**src/common/merge_ctrl_pkg.sv**
```systemverilog
`default_nettype none

package merge_ctrl_pkg;

   // Sequencing of one stream pair through the merge node
   typedef enum logic [1:0] {
      IDLE  = 2'd0,  // No carry held yet
      RUN   = 2'd1,  // Carry holds the four largest keys seen so far
      FLUSH = 2'd2,  // Both streams ended, emit the carry
      TERM  = 2'd3   // Emit the zero tuple that ends the output stream
   } merge_state_e;

   // Control that travels alongside a tuple into the bitonic network
   typedef struct packed {
      logic valid;      // A tuple enters the network this cycle
      logic load_only;  // Tuple becomes the carry, nothing is emitted
      logic flush;      // Emit the carry unchanged
      logic term;       // Emit a zero tuple and clear the carry
   } stage_ctrl_t;

endpackage

`default_nettype wire

```
**src/common/merge_data_pkg.sv**
```systemverilog
`default_nettype none

package merge_data_pkg;

   // One key is an unsigned sort value, and zero is reserved for the terminator
   localparam int KEY_W = 16;

   // Keys per tuple. Index 0 always holds the smallest key of the tuple
   localparam int TUPLE_KEYS = 4;

   // Depth of the input and output tuple FIFOs inside the merge node
   localparam int FIFO_DEPTH = 16;

   typedef logic [KEY_W-1:0] key_t;

   // A tuple travels as one 64-bit word on every interface
   typedef key_t [TUPLE_KEYS-1:0] tuple_t;

endpackage

`default_nettype wire
```
**src/merger/tuple_merger.sv**
```systemverilog
`default_nettype none

module tuple_merger (
   input  wire                    i_clk,
   input  wire                    i_reset,
   input  merge_data_pkg::tuple_t i_in_a_tuple,
   input  wire                    i_in_a_empty,
   output logic                   o_in_a_read,
   input  merge_data_pkg::tuple_t i_in_b_tuple,
   input  wire                    i_in_b_empty,
   output logic                   o_in_b_read,
   input  wire                    i_out_ready,
   output logic                   o_out_write,
   output merge_data_pkg::tuple_t o_out_tuple
);

   import merge_data_pkg::*;
   import merge_ctrl_pkg::*;

   logic ready_q;  // Downstream ready delayed by one cycle

   tuple_t head_a;
   tuple_t head_b;
   tuple_t head_sel;
   tuple_t emit_tuple;

   logic empty_a;
   logic empty_b;
   logic empty_out;
   logic full_a;
   logic full_b;
   logic almost_full_out;
   logic deq_a;
   logic deq_b;
   logic sel_b;
   logic emit_valid;

   stage_ctrl_t stage;

   always_ff @(posedge i_clk) begin
      if (i_reset)
         ready_q <= 1'b0;
      else
         ready_q <= i_out_ready;
   end

   // Upstream head is taken on the same edge as the read strobe
   assign o_in_a_read = ~i_in_a_empty & ~full_a & ~i_reset;
   assign o_in_b_read = ~i_in_b_empty & ~full_b & ~i_reset;
   assign o_out_write = ready_q & ~empty_out;

   assign head_sel = sel_b ? head_b : head_a;

   tuple_fifo fifo_a (
      .i_clk         (i_clk),
      .i_reset       (i_reset),
      .i_data        (i_in_a_tuple),
      .i_enq         (o_in_a_read),
      .i_deq         (deq_a),
      .o_data        (head_a),
      .o_empty       (empty_a),
      .o_full        (full_a),
      .o_almost_full ()
   );

   tuple_fifo fifo_b (
      .i_clk         (i_clk),
      .i_reset       (i_reset),
      .i_data        (i_in_b_tuple),
      .i_enq         (o_in_b_read),
      .i_deq         (deq_b),
      .o_data        (head_b),
      .o_empty       (empty_b),
      .o_full        (full_b),
      .o_almost_full ()
   );

   // Stall early enough that the tuple already in the network still has a slot
   merge_control u_control (
      .i_clk     (i_clk),
      .i_reset   (i_reset),
      .i_head_a  (head_a),
      .i_head_b  (head_b),
      .i_empty_a (empty_a),
      .i_empty_b (empty_b),
      .i_stall   (almost_full_out),
      .o_deq_a   (deq_a),
      .o_deq_b   (deq_b),
      .o_sel_b   (sel_b),
      .o_stage   (stage)
   );

   bitonic_merge_8 u_network (
      .i_clk        (i_clk),
      .i_reset      (i_reset),
      .i_tuple      (head_sel),
      .i_stage      (stage),
      .o_emit_tuple (emit_tuple),
      .o_emit_valid (emit_valid)
   );

   tuple_fifo fifo_out (
      .i_clk         (i_clk),
      .i_reset       (i_reset),
      .i_data        (emit_tuple),
      .i_enq         (emit_valid),
      .i_deq         (o_out_write),
      .o_data        (o_out_tuple),
      .o_empty       (empty_out),
      .o_full        (),
      .o_almost_full (almost_full_out)
   );

endmodule

`default_nettype wire

```
**src/merger/bitonic_merge_8.sv**
```systemverilog
`default_nettype none

module bitonic_merge_8 (
   input  wire                         i_clk,
   input  wire                         i_reset,
   input  merge_data_pkg::tuple_t      i_tuple,
   input  merge_ctrl_pkg::stage_ctrl_t i_stage,
   output merge_data_pkg::tuple_t      o_emit_tuple,
   output logic                        o_emit_valid
);

   import merge_data_pkg::*;

   tuple_t carry_q;   // Four largest keys merged so far, ascending
   tuple_t merged_lo;
   tuple_t merged_hi;

   // The incoming tuple ascends and the carry is laid in reverse, so the eight keys
   // form one bitonic sequence. Three half-cleaner levels then sort it ascending.
   always_comb begin
      key_t seq [2*TUPLE_KEYS];
      key_t lo;
      key_t hi;

      for (int i = 0; i < TUPLE_KEYS; i++) begin
         seq[i]                  = i_tuple[i];
         seq[2*TUPLE_KEYS-1-i]   = carry_q[i];
      end

      // Distance 4, then 2, then 1
      for (int d = TUPLE_KEYS; d > 0; d = d / 2) begin
         for (int i = 0; i < 2*TUPLE_KEYS; i++) begin
            if ((i & d) == 0) begin
               lo = (seq[i] <= seq[i+d]) ? seq[i] : seq[i+d];
               hi = (seq[i] <= seq[i+d]) ? seq[i+d] : seq[i];
               seq[i]   = lo;
               seq[i+d] = hi;
            end
         end
      end

      for (int i = 0; i < TUPLE_KEYS; i++) begin
         merged_lo[i] = seq[i];
         merged_hi[i] = seq[TUPLE_KEYS+i];
      end
   end

   always_ff @(posedge i_clk) begin
      if (i_reset)
         o_emit_valid <= 1'b0;
      else
         o_emit_valid <= (i_stage.valid & ~i_stage.load_only) | i_stage.flush | i_stage.term;
   end

   always_ff @(posedge i_clk) begin
      if (i_stage.term) begin
         o_emit_tuple <= '0;
         carry_q      <= '0;  // Nothing leaks into the next stream pair
      end else if (i_stage.flush) begin
         o_emit_tuple <= carry_q;
      end else if (i_stage.valid) begin
         if (i_stage.load_only) begin
            carry_q <= i_tuple;  // First tuple of a pair only seeds the carry
         end else begin
            o_emit_tuple <= merged_lo;
            carry_q      <= merged_hi;
         end
      end
   end

endmodule

`default_nettype wire

```
**src/merger/merge_control.sv**
```systemverilog
`default_nettype none

module merge_control (
   input  wire                         i_clk,
   input  wire                         i_reset,
   input  merge_data_pkg::tuple_t      i_head_a,
   input  merge_data_pkg::tuple_t      i_head_b,
   input  wire                         i_empty_a,
   input  wire                         i_empty_b,
   input  wire                         i_stall,
   output logic                        o_deq_a,
   output logic                        o_deq_b,
   output logic                        o_sel_b,
   output merge_ctrl_pkg::stage_ctrl_t o_stage
);

   import merge_data_pkg::*;
   import merge_ctrl_pkg::*;

   merge_state_e state_q;
   merge_state_e state_d;

   key_t first_a;
   key_t first_b;
   logic end_a;   // Head of A is the zero tuple
   logic end_b;
   logic data_a;  // Head of A holds real keys
   logic data_b;

   assign first_a = i_head_a[0];
   assign first_b = i_head_b[0];
   assign end_a   = ~i_empty_a & (i_head_a == '0);
   assign end_b   = ~i_empty_b & (i_head_b == '0);
   assign data_a  = ~i_empty_a & ~end_a;
   assign data_b  = ~i_empty_b & ~end_b;

   always_comb begin
      state_d = state_q;
      o_deq_a = 1'b0;
      o_deq_b = 1'b0;
      o_sel_b = 1'b0;
      o_stage = '0;

      if (!i_stall) begin
         case (state_q)
            IDLE, RUN: begin
               if (data_a && (data_b || end_b)) begin
                  // B wins only on a strictly smaller first key
                  if (data_b && (first_b < first_a)) begin
                     o_sel_b = 1'b1;
                     o_deq_b = 1'b1;
                  end else begin
                     o_deq_a = 1'b1;
                  end
                  o_stage.valid     = 1'b1;
                  o_stage.load_only = (state_q == IDLE);
                  state_d           = RUN;
               end else if (data_b && end_a) begin
                  o_sel_b           = 1'b1;
                  o_deq_b           = 1'b1;
                  o_stage.valid     = 1'b1;
                  o_stage.load_only = (state_q == IDLE);
                  state_d           = RUN;
               end else if (end_a && end_b) begin
                  // A's terminator leaves now, B's leaves in TERM
                  o_deq_a = 1'b1;
                  state_d = (state_q == RUN) ? FLUSH : TERM;
               end
               // Any other mix means one side has not arrived yet, so wait
            end
            FLUSH: begin
               o_stage.flush = 1'b1;
               state_d       = TERM;
            end
            TERM: begin
               o_deq_b      = 1'b1;  // B still holds its terminator at the head
               o_stage.term = 1'b1;
               state_d      = IDLE;
            end
            default: state_d = IDLE;
         endcase
      end
   end

   always_ff @(posedge i_clk) begin
      if (i_reset)
         state_q <= IDLE;
      else
         state_q <= state_d;
   end

endmodule

`default_nettype wire

```
**src/source/tuple_fifo.sv**
```systemverilog
`default_nettype none

module tuple_fifo #(
   parameter int DEPTH = merge_data_pkg::FIFO_DEPTH
) (
   input  wire                    i_clk,
   input  wire                    i_reset,
   input  merge_data_pkg::tuple_t i_data,
   input  wire                    i_enq,
   input  wire                    i_deq,
   output merge_data_pkg::tuple_t o_data,
   output logic                   o_empty,
   output logic                   o_full,
   output logic                   o_almost_full
);

   import merge_data_pkg::*;

   tuple_t mem [DEPTH];

   logic [$clog2(DEPTH)-1:0]   rd_ptr;
   logic [$clog2(DEPTH)-1:0]   wr_ptr;
   logic [$clog2(DEPTH+1)-1:0] count;
   logic                       do_enq;
   logic                       do_deq;

   assign o_empty       = (count == 0);
   assign o_full        = (count == DEPTH);
   assign o_almost_full = (count >= DEPTH - 2);  // Two or fewer slots left

   // Writes to a full FIFO and reads from an empty one are dropped
   assign do_enq = i_enq & ~o_full;
   assign do_deq = i_deq & ~o_empty;

   // Head word is visible without a read request
   assign o_data = mem[rd_ptr];

   always_ff @(posedge i_clk) begin
      if (do_enq) begin
         mem[wr_ptr] <= i_data;
      end
   end

   always_ff @(posedge i_clk) begin
      if (i_reset) begin
         rd_ptr <= '0;
         wr_ptr <= '0;
         count  <= '0;
      end else begin
         if (do_enq) begin
            if (wr_ptr == DEPTH - 1)
               wr_ptr <= '0;
            else
               wr_ptr <= wr_ptr + 1'b1;
         end
         if (do_deq) begin
            if (rd_ptr == DEPTH - 1)
               rd_ptr <= '0;
            else
               rd_ptr <= rd_ptr + 1'b1;
         end
         if (do_enq && !do_deq)
            count <= count + 1'b1;
         else if (do_deq && !do_enq)
            count <= count - 1'b1;
      end
   end

endmodule

`default_nettype wire

```
**config.mk**
```make
export PLATFORM = sky130hd
export DESIGN_NAME = tuple_merger
export DESIGN_NICKNAME = d
export VERILOG_FILES = /design/src/common/merge_ctrl_pkg.sv /design/src/common/merge_data_pkg.sv /design/src/merger/tuple_merger.sv /design/src/merger/bitonic_merge_8.sv /design/src/merger/merge_control.sv /design/src/source/tuple_fifo.sv
export SDC_FILE = /design/constraint.sdc
export NUM_CORES = 2
export LEC_CHECK = 0
export BUFFER_PORTS_ARGS = -buffer_cell sky130_fd_sc_hd__buf_2
export CORE_MARGIN = 2
export CORE_UTILIZATION = 45
export CTS_CLUSTER_DIAMETER = 120
export DETAILED_ROUTE_END_ITERATION = 6
export GPL_TIMING_DRIVEN = 0
export HOLD_SLACK_MARGIN = 0.03
export SETUP_SLACK_MARGIN = 0.3
export SYNTH_ARGS = -nofsm -noshare
export SYNTH_HDL_FRONTEND = slang
export SYNTH_SLANG_ARGS = --single-unit
```
**constraint.sdc**
```tcl
create_clock -name i_clk -period 10.7 [get_ports i_clk]
set_input_delay 2.14 -clock i_clk [delete_from_list [all_inputs] [get_ports i_clk]]
set_output_delay 2.14 -clock i_clk [all_outputs]
set_load 0.02 [all_outputs]
```
==> out/metrics.cfg <==
[detailed_routing]
highest_layer = met5
wl_per_cell_um = 33.6
dr_total_vias = 73500
wl_met1_um = 160000
drtIter0Drc = 8681
first_pass_iters = 7
drc_errors = 47
met2_wirelength_um = 191000
detail_route.vias_per_cell = 6.14
route.met3.wl_um = 32900
ant_nets = 0
wl_um = 402000

[global_route]
overflow = 0
antenna_found_initial = 62
grt_usage_pct = 26.6
grt_max_degree = 42
first_global_vias = 74200
grt_pass1_wl_um = 561000

[layout]
drive_gt1_share_pct = 31.5
syn2layout_area_growth_pct = 18.9
final_cell_mix = edfxtp_1, mux4_2, clkbuf_16
final_common_cell = edfxtp_1
nNetsFinal = 8127
fillers = 23000
final_area_mm2 = 0.158

[yosys]
synth_edf_count = 3072
synth_compound_area_share_pct = 4.71
synthSimpleGateAreaFrac_pct = 2.55
yosys_warnings = 0
synth_top_area_share_pct = 69.5
synth_top_family_by_area = multiplexers
yosysSeqAreaShare_pct = 72.2
synth.mux.area_fraction_pct = 16.3
synth-seq-cells = 3255
synth_area_mm2 = 0.133
yosysUniqueCellTypes = 67
async_flop_share_pct = 0
syn-num-nets = 7233
syn_avg_cell_area_um2 = 19.3
yosys.area_share.adder_pct = 2.24
synth-xor-area-share_pct = 0.152
synthCells = 6865
yosys-top-cells-area = edfxtp_1, mux4_2, dfxtp_1
synth_top_cell_by_area = edfxtp_1
synth_ff_type = edfxtp_1

[critical_path]
cp.arrival_ns = 11.91
slowest_stage = mux4_2
worst_setup_path_end_kind = flip-flop
critPathLaunchType = flip-flop
worst-setup-path-type = reg -> reg
crit_required_ns = 11.50
path_buf_inv = 15
max_stage_delay_ns = 0.50
critPathMaxFanout = 8
crit_top_cell = a21o_1
cpLargestDelayFamily = compound AO/OA/AOI/OAI gates

[run_status]
status = complete, but fails checks
violations = DRC, capacitance limit, slew limit, setup timing

[sta]
setup_slack_ns = -0.417
max_freq_mhz = 90.0
hold_viol_final = 0
slew_headroom_pct = -0.984
min_period_ns = 11.12
fin_worst_skew_ns = 0.0607
post-route-period-util_pct = 104
worst_pin_slew_ns = 1.51
maxSlewViolCount = 11
fin_setup_tns_ns = -40.96
setup-violations-final = 128
rsz0062_at_grt = yes

[power]
power_frac_comb_pct = 46.2
p_sw_w = 0.0194
seqPwrFrac_pct = 31.5
pwr_density_cell_mw_per_mm2 = 321
leakage_nw = 51.7
vdd_drop_max_uv = 446
p_int_w = 0.0313
p_clk_share_pct = 22.3
sw_frac_of_total_pct = 38.3

[placed_design]
port-buffer-count = 199
routabilityCongestion = 0.989
post_dp_cell_area_mm2 = 0.142
place_hpwl_um = 258000
dpl_worst_slack_ns = -4.76

[clock_tree]
clk_latency_ns = 0.95
path_clk_slew_ns = 0.07
cts-root-buf = clkbuf_16
htreeDepth = 5
cts_buffer_depth = 4
numCtsBuffers = 338
clkSinkCount = 3255
tritoncts = yes

[floorplanning]
ios = 200
num_rows = 199
die_w_um = 547
die_area_mm2 = 0.299
core_area_mm2 = 0.294
die_h_um = 547
start_util_pct = 45.2

[worst_hold_path]
hp-class = reg -> reg

[job]
maxCapViolCount = 1

power by group through the flow:
| stage | Sequential (W) | Clock (W) | Combinational (W) |
|---|---|---|---|
| 3_3_place_gp | 0.0162 | 0 | 0.0181 |
| 2_1_floorplan | 0.0156 | 0 | 0.0123 |
| 6_report | 0.0160 | 0.0113 | 0.0234 |
| 3_5_place_dp | 0.0162 | 0 | 0.0182 |
| 4_1_cts | 0.0159 | 0.0115 | 0.0225 |
| 5_1_grt | 0.0160 | 0.0120 | 0.0248 |
Yosys cell counts (58+ instances only):
library cell,number
buf_1,58
clkbuf_1,201
mux2_2,101
a22oi_1,204
inv_1,228
mux2i_1,197
nand2_1,331
a21o_1,94
ha_1,232
buf_2,69
mux4_2,822
edfxtp_1,3072
a21oi_1,230
nor2_1,150
o21ai_0,95
dfxtp_1,183
o221ai_1,91
cell families (layout without fill, tap and decap cells):
group                    count (synthesis)  after routing
other                                    0             16
XOR/XNOR                                23             23
adder cells (fa/ha/maj)                236            236
AO/OA/AOI/OAI                          907            907
multiplexers                          1123           1123
AND/OR/NAND/NOR                        739            741
buffers and inverters                  582           1738
flip-flops                            3255           3255
metrics by stage:
step                hold slack (ns)  power (W)  std cells  utilization, %
floorplan                     0.466     0.0278       6865               -
global placement              0.485     0.0342      11000            47.3
detailed placement            0.497     0.0344      11100            48.2
CTS                           0.507     0.0500      11900            53.5
global route                  0.543     0.0528      11900            53.7
finish                        0.509     0.0508      12000            53.8
final timing paths:
| path | start | endpoint | slack, ns | cells after the start |
|---|---|---|---|---|
| max | flip-flop | u_network.o_emit_tuple[62]$_SDFFE_PP0P_ | -0.42 | 64 |
| min | fifo_a.count[4]$_SDFFE_PP0P_ | fifo_a.count[4]$_SDFFE_PP0P_ | 0.51 | 2 |
| max reg2reg | flip-flop | u_network.o_emit_tuple[62]$_SDFFE_PP0P_ | -0.42 | 64 |
| min reg2reg | fifo_a.count[4]$_SDFFE_PP0P_ | fifo_a.count[4]$_SDFFE_PP0P_ | 0.51 | 2 |
area by class of cell:
cell class	instances	area (um^2)	share of cell area [%]
Tap cell	3919	4900	3.10
Clock inverter	182	1700	1.08
Sequential cell	3255	95900	60.7
Multi-Input combinational cell	3030	36600	23.2
Buffer	353	3670	2.32
Clock buffer	422	8870	5.62
Antenna cell	16	40.0	0.0254
Inverter	229	862	0.546
Timing Repair Buffer	552	5370	3.40
state kept, by name, summed over array words and instances, names as in the netlist, 5 cells and up, named ones only:
name,cells
u_network.o_emit_tuple,64
fifo_out.mem,1024
fifo_out.count,5
u_network.carry_q,64
fifo_a.mem,1024
fifo_b.count,5
fifo_a.count,5
fifo_b.mem,1024
worst register-to-register path: cells and delay by family (launching register included):
kind | cells | cell delay, ns
adder cells (fa/ha/maj) | 4 | 1.11
AO/OA/AOI/OAI | 33 | 5.54
flip-flops | 1 | 0.32
AND/OR/NAND/NOR | 9 | 1.04
buffers and inverters | 15 | 2.01
multiplexers | 3 | 0.98
layer usage:
layer | vias up | GRT usage [%]
met3 | 803 | 5.32
li1 | 30300 | -
met1 | 39100 | 35.9
met5 | - | 0
met4 | 62 | 10.3
met2 | 3228 | 42.7
what timing repair did:
action                     4_1_cts  5_1_grt
resized for setup              887       81
buffers inserted               184       37
cloned                          14        1
pin swaps                      123       53
hold buffers                     0        0
setup endpoints to repair      128      128
No activity file was read; power rests on OpenSTA's default activity.
